--- config.mk ---
export PLATFORM = sky130hd
export DESIGN_NAME = pool_unit
export DESIGN_NICKNAME = d
export VERILOG_FILES = /design/src/pool_pkg.sv /design/src/pool_unit.sv /design/src/pool_mem_if.sv /design/src/pool_core.sv
export SDC_FILE = /design/constraint.sdc
export NUM_CORES = 1
export LEC_CHECK = 0
export ABC_CLOCK_PERIOD_IN_PS = 4400
export BUFFER_PORTS_ARGS = -buffer_cell sky130_fd_sc_hd__buf_2
export CAP_MARGIN = 10
export CORE_MARGIN = 3
export CORE_UTILIZATION = 45
export CTS_BUF_LIST = sky130_fd_sc_hd__clkbuf_4 sky130_fd_sc_hd__clkbuf_8 sky130_fd_sc_hd__clkbuf_16
export CTS_CLUSTER_SIZE = 24
export DETAILED_ROUTE_END_ITERATION = 10
export SYNTH_ARGS = -nofsm -noshare
export SYNTH_HDL_FRONTEND = slang
export SYNTH_SLANG_ARGS = --single-unit
--- constraint.sdc ---
create_clock -name clk -period 4.4 [get_ports clk]
set_input_delay 0.22 -clock clk [delete_from_list [all_inputs] [get_ports clk]]
set_output_delay 0.22 -clock clk [all_outputs]
set_load 0.03 [all_outputs]
--- src/pool_pkg.sv ---
// Widths, vector types and result struct for the max-pooling unit
// Activations are unsigned, the maximum is taken per channel
// K up to 2**KCNT_WIDTH-1, POOL_CORE at most 2**CORE_ID_WIDTH
`default_nettype none

package pool_pkg;

    // ========================================
    // Widths
    // ========================================
    // Neighbour index doubles as feature address
    localparam int IDX_WIDTH     = 10;
    localparam int ACT_WIDTH     = 8;
    // Activations per feature word
    localparam int CHANNELS      = 8;
    localparam int KCNT_WIDTH    = 5;
    localparam int CORE_ID_WIDTH = 2;

    // ========================================
    // Vector types
    // ========================================
    typedef logic [IDX_WIDTH-1:0]     idx_t;
    typedef logic [ACT_WIDTH-1:0]     act_t;
    typedef logic [KCNT_WIDTH-1:0]    kcnt_t;
    typedef logic [CORE_ID_WIDTH-1:0] core_id_t;

    // Channel 0 in the lowest bits
    typedef act_t [CHANNELS-1:0] fm_t;

    // Pooled vector tagged with its producer
    typedef struct packed {
        core_id_t core;
        fm_t      fm;
    } pool_out_t;

    // Core FSM
    typedef enum logic [1:0] {
        IDLE,
        RUN,
        HOLD
    } core_state_e;

endpackage

`default_nettype wire
--- src/pool_unit.sv ---
// Max-pooling unit top: POOL_CORE cores sharing one feature memory port
// idx_word carries one index per core, core 0 in the lowest bits
// All cores take their index in the same beat
// Reconfigure only when cfg_rdy is high, K must be at least 1
`default_nettype none

module pool_unit #(
    parameter int POOL_CORE = 4,
    parameter int TAG_DEPTH = 8
) (
    input  wire logic                            clk,
    input  wire logic                            rst,
    input  wire logic                            cfg_vld,
    input  wire pool_pkg::kcnt_t                 cfg_k,
    output logic                                 cfg_rdy,
    input  wire logic                            idx_vld,
    input  wire pool_pkg::idx_t [POOL_CORE-1:0]  idx_word,
    output logic                                 idx_rdy,
    output logic                                 mem_addr_vld,
    output pool_pkg::idx_t                       mem_addr,
    input  wire logic                            mem_addr_rdy,
    input  wire logic                            mem_fm_vld,
    input  wire pool_pkg::fm_t                   mem_fm,
    output logic                                 mem_fm_rdy,
    output logic                                 out_vld,
    output pool_pkg::pool_out_t                  out_data,
    input  wire logic                            out_rdy
);

    // ========================================
    // Core side wiring
    // ========================================
    logic [POOL_CORE-1:0]                core_idx_rdy;
    logic [POOL_CORE-1:0]                core_addr_vld;
    logic [POOL_CORE-1:0]                core_addr_rdy;
    pool_pkg::idx_t [POOL_CORE-1:0]      core_addr;
    logic [POOL_CORE-1:0]                core_fm_vld;
    logic [POOL_CORE-1:0]                core_fm_rdy;
    pool_pkg::fm_t                       core_fm;
    logic [POOL_CORE-1:0]                core_res_vld;
    logic [POOL_CORE-1:0]                core_res_rdy;
    pool_pkg::pool_out_t [POOL_CORE-1:0] core_res;
    logic [POOL_CORE-1:0]                core_idle;
    logic                                cfg_load;
    logic                                idx_take;

    assign cfg_rdy  = &core_idle;
    assign cfg_load = cfg_vld && cfg_rdy;
    // Index beat only when every core can take its slice
    assign idx_rdy  = &core_idx_rdy;
    assign idx_take = idx_vld && idx_rdy;

    for (genvar i = 0; i < POOL_CORE; i++) begin : g_core
        pool_core pool_core_inst (
            .clk      (clk),
            .rst      (rst),
            .cfg_load (cfg_load),
            .cfg_k    (cfg_k),
            .idx_vld  (idx_take),
            .idx      (idx_word[i]),
            .idx_rdy  (core_idx_rdy[i]),
            .addr_vld (core_addr_vld[i]),
            .addr     (core_addr[i]),
            .addr_rdy (core_addr_rdy[i]),
            .fm_vld   (core_fm_vld[i]),
            .fm       (core_fm),
            .fm_rdy   (core_fm_rdy[i]),
            .res_vld  (core_res_vld[i]),
            .res      (core_res[i]),
            .res_rdy  (core_res_rdy[i]),
            .core_id  (pool_pkg::core_id_t'(i)),
            .idle     (core_idle[i])
        );
    end

    pool_mem_if #(
        .POOL_CORE (POOL_CORE),
        .TAG_DEPTH (TAG_DEPTH)
    ) pool_mem_if_inst (
        .clk           (clk),
        .rst           (rst),
        .core_addr_vld (core_addr_vld),
        .core_addr     (core_addr),
        .core_addr_rdy (core_addr_rdy),
        .core_fm_vld   (core_fm_vld),
        .core_fm       (core_fm),
        .core_fm_rdy   (core_fm_rdy),
        .mem_addr_vld  (mem_addr_vld),
        .mem_addr      (mem_addr),
        .mem_addr_rdy  (mem_addr_rdy),
        .mem_fm_vld    (mem_fm_vld),
        .mem_fm        (mem_fm),
        .mem_fm_rdy    (mem_fm_rdy)
    );

    // ========================================
    // Output select
    // ========================================
    pool_pkg::core_id_t pick;
    pool_pkg::core_id_t sel_id;
    pool_pkg::core_id_t sel_id_q;
    logic               pick_any;
    logic               sel_hold_q;

    // Lowest-numbered valid core wins
    always_comb begin
        pick     = '0;
        pick_any = 1'b0;
        for (int c = POOL_CORE - 1; c >= 0; c--) begin
            if (core_res_vld[c]) begin
                pick     = pool_pkg::core_id_t'(c);
                pick_any = 1'b1;
            end
        end
    end

    // Keep a stalled result on the port even if a lower core fills up
    assign sel_id   = sel_hold_q ? sel_id_q : pick;
    assign out_vld  = sel_hold_q || pick_any;
    assign out_data = core_res[sel_id];

    always_comb begin
        core_res_rdy         = '0;
        core_res_rdy[sel_id] = out_rdy && out_vld;
    end

    always_ff @(posedge clk) begin
        if (rst) begin
            sel_hold_q <= 1'b0;
        end else begin
            sel_hold_q <= out_vld && !out_rdy;
        end
    end

    always_ff @(posedge clk) begin
        sel_id_q <= sel_id;
    end

    a_out_stable: assert property (@(posedge clk) disable iff (rst)
        out_vld && !out_rdy |=> out_vld && $stable(out_data));

endmodule

`default_nettype wire

--- src/pool_mem_if.sv ---
// Read arbiter between the pooling cores and one feature memory port
// Memory must return data in the order addresses were accepted
// At most TAG_DEPTH reads in flight, further addresses wait
// Grant is held while the memory stalls an offered address
`default_nettype none

module pool_mem_if #(
    parameter int POOL_CORE = 4,
    parameter int TAG_DEPTH = 8
) (
    input  wire logic                            clk,
    input  wire logic                            rst,
    input  wire logic [POOL_CORE-1:0]            core_addr_vld,
    input  wire pool_pkg::idx_t [POOL_CORE-1:0]  core_addr,
    output logic [POOL_CORE-1:0]                 core_addr_rdy,
    output logic [POOL_CORE-1:0]                 core_fm_vld,
    output pool_pkg::fm_t                        core_fm,
    input  wire logic [POOL_CORE-1:0]            core_fm_rdy,
    output logic                                 mem_addr_vld,
    output pool_pkg::idx_t                       mem_addr,
    input  wire logic                            mem_addr_rdy,
    input  wire logic                            mem_fm_vld,
    input  wire pool_pkg::fm_t                   mem_fm,
    output logic                                 mem_fm_rdy
);

    localparam int PTR_W = (TAG_DEPTH > 1) ? $clog2(TAG_DEPTH) : 1;
    localparam int CNT_W = $clog2(TAG_DEPTH + 1);

    // ========================================
    // Round-robin arbiter
    // ========================================
    pool_pkg::core_id_t rr_ptr_q;
    pool_pkg::core_id_t rr_id;
    pool_pkg::core_id_t gnt_id;
    pool_pkg::core_id_t hold_id_q;
    logic               hold_q;
    logic               rr_any;
    logic               req;
    pool_pkg::core_id_t cand;

    // Scan from rr_ptr_q, nearest requester wins
    always_comb begin
        rr_id  = rr_ptr_q;
        rr_any = 1'b0;
        cand   = '0;
        for (int off = POOL_CORE - 1; off >= 0; off--) begin
            cand = pool_pkg::core_id_t'((int'(rr_ptr_q) + off) % POOL_CORE);
            if (core_addr_vld[cand]) begin
                rr_id  = cand;
                rr_any = 1'b1;
            end
        end
    end

    assign gnt_id = hold_q ? hold_id_q : rr_id;
    assign req    = hold_q || rr_any;

    // ========================================
    // Tag FIFO
    // ========================================
    pool_pkg::core_id_t tag_mem [TAG_DEPTH];
    logic [PTR_W-1:0]   wr_ptr_q;
    logic [PTR_W-1:0]   rd_ptr_q;
    logic [CNT_W-1:0]   count_q;
    logic               full;
    logic               empty;
    logic               push;
    logic               pop;
    pool_pkg::core_id_t head;

    assign full  = (count_q == CNT_W'(TAG_DEPTH));
    assign empty = (count_q == '0);
    assign head  = tag_mem[rd_ptr_q];

    // Address path, no register
    assign mem_addr_vld = req && !full;
    assign mem_addr     = core_addr[gnt_id];
    assign push         = mem_addr_vld && mem_addr_rdy;

    always_comb begin
        core_addr_rdy         = '0;
        core_addr_rdy[gnt_id] = mem_addr_rdy && !full && req;
    end

    // Feature routing from the FIFO head
    assign core_fm    = mem_fm;
    assign mem_fm_rdy = !empty && core_fm_rdy[head];
    assign pop        = mem_fm_vld && mem_fm_rdy;

    always_comb begin
        core_fm_vld       = '0;
        core_fm_vld[head] = mem_fm_vld && !empty;
    end

    always_ff @(posedge clk) begin
        if (rst) begin
            rr_ptr_q <= '0;
            hold_q   <= 1'b0;
            wr_ptr_q <= '0;
            rd_ptr_q <= '0;
            count_q  <= '0;
        end else begin
            hold_q <= mem_addr_vld && !mem_addr_rdy;
            if (push) begin
                rr_ptr_q <= (int'(gnt_id) == POOL_CORE - 1) ? '0
                                                             : gnt_id + pool_pkg::core_id_t'(1);
                wr_ptr_q <= (wr_ptr_q == PTR_W'(TAG_DEPTH - 1)) ? '0 : wr_ptr_q + PTR_W'(1);
            end
            if (pop) begin
                rd_ptr_q <= (rd_ptr_q == PTR_W'(TAG_DEPTH - 1)) ? '0 : rd_ptr_q + PTR_W'(1);
            end
            case ({push, pop})
                2'b10:   count_q <= count_q + CNT_W'(1);
                2'b01:   count_q <= count_q - CNT_W'(1);
                default: count_q <= count_q;
            endcase
        end
    end

    always_ff @(posedge clk) begin
        hold_id_q <= gnt_id;
        if (push) begin
            tag_mem[wr_ptr_q] <= gnt_id;
        end
    end

    // ========================================
    // Assertions
    // ========================================
    // Count and pointers agree at both ends, no overflow past full
    a_ptr_count: assert property (@(posedge clk) disable iff (rst)
        full || empty |-> wr_ptr_q == rd_ptr_q);

    // Memory returns only data that was asked for
    a_no_fm_empty: assert property (@(posedge clk) disable iff (rst)
        mem_fm_vld |-> !empty);

endmodule

`default_nettype wire

--- src/pool_core.sv ---
// One pooling core: turns K indices into reads, max-reduces the K replies
// Expects replies only for its own reads, in issue order
// cfg_load is only legal while idle is high
// The result is held in HOLD until it transfers, then the next group starts
`default_nettype none

module pool_core (
    input  wire logic                 clk,
    input  wire logic                 rst,
    input  wire logic                 cfg_load,
    input  wire pool_pkg::kcnt_t      cfg_k,
    input  wire logic                 idx_vld,
    input  wire pool_pkg::idx_t       idx,
    output logic                      idx_rdy,
    output logic                      addr_vld,
    output pool_pkg::idx_t            addr,
    input  wire logic                 addr_rdy,
    input  wire logic                 fm_vld,
    input  wire pool_pkg::fm_t        fm,
    output logic                      fm_rdy,
    output logic                      res_vld,
    output pool_pkg::pool_out_t       res,
    input  wire logic                 res_rdy,
    input  wire pool_pkg::core_id_t   core_id,
    output logic                      idle
);

    // ========================================
    // State and counters
    // ========================================
    pool_pkg::core_state_e state_q;
    pool_pkg::kcnt_t       k_q;
    // Indices taken / features returned in this group
    pool_pkg::kcnt_t       issue_cnt_q;
    pool_pkg::kcnt_t       ret_cnt_q;
    pool_pkg::kcnt_t       ret_nxt;
    pool_pkg::idx_t        addr_q;
    logic                  addr_vld_q;
    pool_pkg::fm_t         max_q;
    pool_pkg::fm_t         max_nxt;
    logic                  idx_xfer;
    logic                  addr_xfer;
    logic                  fm_xfer;
    logic                  res_xfer;

    // One outstanding address at a time, K per group
    assign idx_rdy = (state_q == pool_pkg::RUN) && !addr_vld_q &&
                     (issue_cnt_q != k_q) && !cfg_load;
    assign addr_vld = addr_vld_q;
    assign addr     = addr_q;
    assign fm_rdy   = (state_q == pool_pkg::RUN);
    assign res_vld  = (state_q == pool_pkg::HOLD);
    assign res      = {core_id, max_q};

    // Nothing in flight, safe to reconfigure
    assign idle = (state_q == pool_pkg::IDLE) ||
                  ((state_q == pool_pkg::RUN) && (issue_cnt_q == '0));

    assign idx_xfer  = idx_vld && idx_rdy;
    assign addr_xfer = addr_vld_q && addr_rdy;
    assign fm_xfer   = fm_vld && fm_rdy;
    assign res_xfer  = res_vld && res_rdy;
    assign ret_nxt   = ret_cnt_q + pool_pkg::kcnt_t'(1);

    // ========================================
    // Channel-wise unsigned maximum
    // ========================================
    always_comb begin
        for (int ch = 0; ch < pool_pkg::CHANNELS; ch++) begin
            max_nxt[ch] = (fm[ch] > max_q[ch]) ? fm[ch] : max_q[ch];
        end
    end

    // ========================================
    // FSM
    // ========================================
    always_ff @(posedge clk) begin
        if (rst) begin
            state_q     <= pool_pkg::IDLE;
            k_q         <= '0;
            issue_cnt_q <= '0;
            ret_cnt_q   <= '0;
            addr_vld_q  <= 1'b0;
        end else if (cfg_load) begin
            // New K, group starts empty
            k_q         <= cfg_k;
            state_q     <= pool_pkg::RUN;
            issue_cnt_q <= '0;
            ret_cnt_q   <= '0;
        end else begin
            case (state_q)
                pool_pkg::RUN: begin
                    if (idx_xfer) begin
                        addr_vld_q  <= 1'b1;
                        issue_cnt_q <= issue_cnt_q + pool_pkg::kcnt_t'(1);
                    end else if (addr_xfer) begin
                        addr_vld_q <= 1'b0;
                    end
                    if (fm_xfer) begin
                        ret_cnt_q <= ret_nxt;
                        // Last of K replies closes the group
                        if (ret_nxt == k_q) begin
                            state_q <= pool_pkg::HOLD;
                        end
                    end
                end
                pool_pkg::HOLD: begin
                    if (res_xfer) begin
                        state_q     <= pool_pkg::RUN;
                        issue_cnt_q <= '0;
                        ret_cnt_q   <= '0;
                    end
                end
                default: begin
                    state_q <= pool_pkg::IDLE;
                end
            endcase
        end
    end

    // Pending address and running maximum
    always_ff @(posedge clk) begin
        if (idx_xfer) begin
            addr_q <= idx;
        end
        if (cfg_load || res_xfer) begin
            max_q <= '0;
        end else if (fm_xfer) begin
            max_q <= max_nxt;
        end
    end

    // ========================================
    // Assertions
    // ========================================
    a_res_stable: assert property (@(posedge clk) disable iff (rst)
        res_vld && !res_rdy |=> $stable(res));

    // Memory interface must never route data to an unconfigured core
    a_no_fm_idle: assert property (@(posedge clk) disable iff (rst)
        !(fm_vld && (state_q == pool_pkg::IDLE)));

endmodule

`default_nettype wire

==> reports/summary.log <==
INFO  final_layout   post-route-cell-area=28000um2
INFO  cts            worst_setup_hold_path_clk_slew=0.06ns
INFO  sta            maxClockFrequency=0.265GHz
INFO  critical_path  signal_arrival_time_at_the_worst_endpoint=3.55ns
INFO  cts            clkSinkCount=390
INFO  final_layout   flow.area_growth_from_synthesis=17.1%
INFO  place          placedCellCount=3530
INFO  sta            fin_tns_setup=0ns
INFO  critical_path  r2r-end=pool_mem_if_inst.count_q[3]
INFO  die            fp.dieArea=56000um2
INFO  sta            unrepaired_setup_endpoints_after_global_routing=no
INFO  cts            ctsResizeCount=0
INFO  synthesis      yosysWarnings=0
INFO  min_path       hold_path_class=input pin to flip-flop
INFO  drt            remaining_routing_drc_violations=0
INFO  global_route   wire_length_of_the_first_global_routing_pass=105000um
INFO  synthesis      yosys.area.top_type_share=28.0%
INFO  synthesis      mappedNetlistArea=23900um2
INFO  synthesis      yosys-mux-area-fraction=12.1%
INFO  final_layout   num-nets-final=3382
INFO  power_and_ir_drop p_switching=1.98mW
INFO  die            dieHeight=237um
INFO  synthesis      gate_count_post_synth=2745
INFO  power_and_ir_drop p_int=6.32mW
INFO  power_and_ir_drop static_leakage=11.4nW
INFO  sta            hold_viol=0
INFO  critical_path  cp-endpoint=out_data[44]
INFO  drt            vias=20052
INFO  cts            clock_latency=0.61ns
INFO  synthesis      total_of_flip_flops_plus_latches_after_synthesis=390
INFO  place          dpl-instance-area=25500um2
INFO  critical_path  criticalPathCategory=flip-flop to output port
INFO  synthesis      yosysSeqAreaShare=35.0%
INFO  sta            slew_viol_final=0
INFO  synthesis      number_of_enable_flip_flop_cells_after_synthesis=56
INFO  synthesis      most_frequently_used_cell_type_in_the_post_synthesis_netlist=sky130_fd_sc_hd__nor2_1
INFO  critical_path  crit_start=g_core[1].pool_core_inst.state_q[0]
INFO  global_route   grt_max_degree=148
INFO  power_and_ir_drop power.clock.fraction=48.7%
INFO  synthesis      synth-xor-area-share=1.94%
INFO  sta            finClkSkew=0.0350ns
INFO  power_and_ir_drop power.share.combinational=7.5%
INFO  global_route   grtUsageTotal=22.7%
INFO  sta            final_period_minus_worst_setup_slack=3.77ns
INFO  critical_path  crit_fanout=147
INFO  sta            period_share=85.7%
INFO  min_path       hold_path_depth=3
INFO  critical_path  worstRegToRegCells=13
INFO  synthesis      yosys.area_share.simple=17.8%
INFO  synthesis      synth-compound-area-share=12.2%
INFO  synthesis      synth.net_count=3141
INFO  synthesis      synthDistinctLibCells=69
INFO  sta            timing.final.setup_violations=0
INFO  final_layout   fill_cell_total_of_the_finished_layout=4771
INFO  drt            wirelength=64900um
INFO  synthesis      largest_family_of_logic_cells_by_synthesized_area=simple AND/OR/NAND/NOR gates
INFO  global_route   global_route.overflow_total=0
INFO  critical_path  worst_setup_path_end_kind=output port
INFO  run            drv.max_cap_violation_count=0
INFO  place          place.detailed.hpwl=45200um
INFO  place          dp_slack=0.837ns
INFO  drt            count_of_routing_violations_after_the_opening_detailed_route_iteration=1061
INFO  drt            detail_route.vias_per_cell=5.41
INFO  sta            slew_headroom=28.8%
INFO  drt            drtAntennaViolNets=0
INFO  synthesis      synth_fa_ha_area_share=14.7%
INFO  critical_path  critPathRequiredTime=4.18ns
INFO  final_layout   layout-drive-gt1-share=11.6%
INFO  synthesis      cell_taking_the_most_area_after_synthesis=sky130_fd_sc_hd__dfxtp_1
INFO  synthesis      synth-async-reset-ratio=0%
INFO  power_and_ir_drop power.density=296nW/um2
INFO  power_and_ir_drop peakVddDrop=0.314mV
INFO  synthesis      ys_top_cells_by_area=sky130_fd_sc_hd__dfxtp_1, sky130_fd_sc_hd__ha_1, sky130_fd_sc_hd__mux2i_1
INFO  die            chipWidth=237um
INFO  critical_path  reg2reg_setup_slack=0.78ns
INFO  die            design.core.area=51900um2
INFO  sta            timing.final.ws_setup=0.629ns
INFO  critical_path  worst_setup_path_start_kind=flip-flop
INFO  drt            drtPass1Iterations=5
INFO  place          port_buffers=196
INFO  global_route   grt_pass1_vias=20027
INFO  synthesis      synthTopCellsByCount=sky130_fd_sc_hd__nor2_1, sky130_fd_sc_hd__dfxtp_1, sky130_fd_sc_hd__mux2i_1
INFO  final_layout   final_cell_count_no_fill=3709
INFO  cts            htreeDepth=2
INFO  synthesis      synthesis.area_per_instance=8.71um2
INFO  die            io_pins=197
INFO  cts            clk_root_buffer_cell=sky130_fd_sc_hd__clkbuf_16
INFO  cts            cts_max_path_buffers=3
INFO  power_and_ir_drop p_sw_share=23.9%
INFO  cts            cts_tree=done
INFO  global_route   grt_antenna_before_repair=6
INFO  die            placementRows=83
INFO  outcome        status=finished, final reports clean
INFO  cts            cts_inserted_buffers=47
INFO  sta            worst-slew-pin-transition=1.07ns
INFO  drt            routed_wire_length_per_instance=17.5um
INFO  power_and_ir_drop seqPwrFrac=43.8%
INFO  synthesis      ys_dominant_reg_cell=sky130_fd_sc_hd__dfxtp_1
INFO  die            initial_core_utilization=46.1%
INFO  place          gp_routability_congestion=0.821
## sequential cells by signal (all words and copies together), names as in the netlist, 4 cells and up, named ones only
signal / cells
g_core.pool_core_inst.k_q: 5
g_core.pool_core_inst.res: 256
g_core.pool_core_inst.ret_cnt_q: 20
g_core.pool_core_inst.issue_cnt_q: 20
g_core.pool_core_inst.addr_vld: 4
pool_mem_if_inst.count_q: 4
g_core.pool_core_inst.addr: 40
g_core.pool_core_inst.state_q: 8
pool_mem_if_inst.tag_mem: 16
## power by group through the flow
stage	sequential (mW)	clock, mW	combinational, mW
after floorplan	3.69	0	0.330
after global placement	3.71	0	0.532
after detailed placement	3.71	0	0.554
after CTS	3.63	4.14	0.623
after global routing	3.63	4.30	0.699
final	3.63	4.04	0.623
## worst min-delay path by stage
| stage | start | slack [ns] | end |
|---|---|---|---|
| floorplan | mem_addr_rdy | 0.30 | pool_mem_if_inst.hold_q |
| global placement | idx_word[38] | 0.40 | g_core[3].pool_core_inst.addr[8] |
| detailed placement | mem_addr_rdy | 0.40 | pool_mem_if_inst.hold_q |
| CTS | mem_fm[17] | 0.0007 | g_core[2].pool_core_inst.res[17] |
| global route | mem_fm[18] | 0.01 | g_core[1].pool_core_inst.res[18] |
| finish | mem_fm[18] | 0.03 | g_core[1].pool_core_inst.res[18] |
## per-stage QoR
| stage | hold WS, ns | util [%] | total power, mW |
|---|---|---|---|
| 2_1_floorplan | 0.296 | - | 4.02 |
| 3_3_place_gp | 0.398 | 49.1 | 4.24 |
| 3_5_place_dp | 0.398 | 49.1 | 4.26 |
| 4_1_cts | 0.000718 | 53.9 | 8.40 |
| 5_1_grt | 0.0109 | 54.0 | 8.63 |
| 6_report | 0.0254 | 54.0 | 8.30 |
## layout by cell type (no fill, tap or decap), types with 32 or more instances in the layout
cell and n:
sky130_fd_sc_hd__clkbuf_16 47, sky130_fd_sc_hd__dfxtp_1 334, sky130_fd_sc_hd__o21ai_0 74, sky130_fd_sc_hd__mux2i_1 280
sky130_fd_sc_hd__a21oi_1 146, sky130_fd_sc_hd__nand3_1 42, sky130_fd_sc_hd__a211oi_1 73, sky130_fd_sc_hd__a31oi_1 71
sky130_fd_sc_hd__nor2b_1 51, sky130_fd_sc_hd__edfxtp_1 56, sky130_fd_sc_hd__nor2_1 372, sky130_fd_sc_hd__nand4_1 52
sky130_fd_sc_hd__dlygate4sd3_1 87, sky130_fd_sc_hd__buf_2 196, sky130_fd_sc_hd__nor3_1 32, sky130_fd_sc_hd__nand2_1 222
sky130_fd_sc_hd__inv_1 265, sky130_fd_sc_hd__ha_1 279
## what timing repair did
item,in CTS,in global routing
hold buffers,87,0
hold endpoints to repair,158,0
setup buffers,0,0
## metal layers
layer / share of wire, % / track usage [%] / up-vias
met1: 46 / 30.1 / 9483
met2: 47 / 38.4 / 414
met5: 0.022 / 0 / -
li1: - / - / 10053
met4: 2.3 / 5.86 / 2
met3: 4.8 / 3.76 / 100
## worst max-delay path, cell delays in order, from the launching register on
cell                       delay, ns
sky130_fd_sc_hd__dfxtp_1        0.41
sky130_fd_sc_hd__nand2b_1       0.31
sky130_fd_sc_hd__o21ai_0        0.18
sky130_fd_sc_hd__a22oi_2        0.25
sky130_fd_sc_hd__buf_12         0.51
sky130_fd_sc_hd__buf_4          0.53
sky130_fd_sc_hd__nor2_1         0.11
sky130_fd_sc_hd__a211oi_1       0.27
sky130_fd_sc_hd__a31oi_1        0.10
sky130_fd_sc_hd__buf_2          0.23
## kinds of logic (layout without fill, tap and decap cells)
kind of cell               count (synthesis)  in the layout
AOI/OAI and AO/OA                        450            450
other                                      0              5
and+or+nand+nor                          909            909
xor gates and xnor gates                  53             53
muxes                                    284            284
adders and majority gates                280            280
buffers and inverters                    379            658
DFF                                      390            390
## final cells by class
type / count / area, um2 / area share (%)
Clock inverter: 20 / 239 / 0.853
Multi-Input combinational cell: 1976 / 14100 / 50.3
Sequential cell: 390 / 8370 / 29.9
Antenna cell: 5 / 12.5 / 0.0447
Tap cell: 680 / 851 / 3.04
Timing Repair Buffer: 305 / 2080 / 7.42
Inverter: 266 / 1000 / 3.57
Clock buffer: 67 / 1390 / 4.96
No activity file was read; power rests on OpenSTA's default activity.
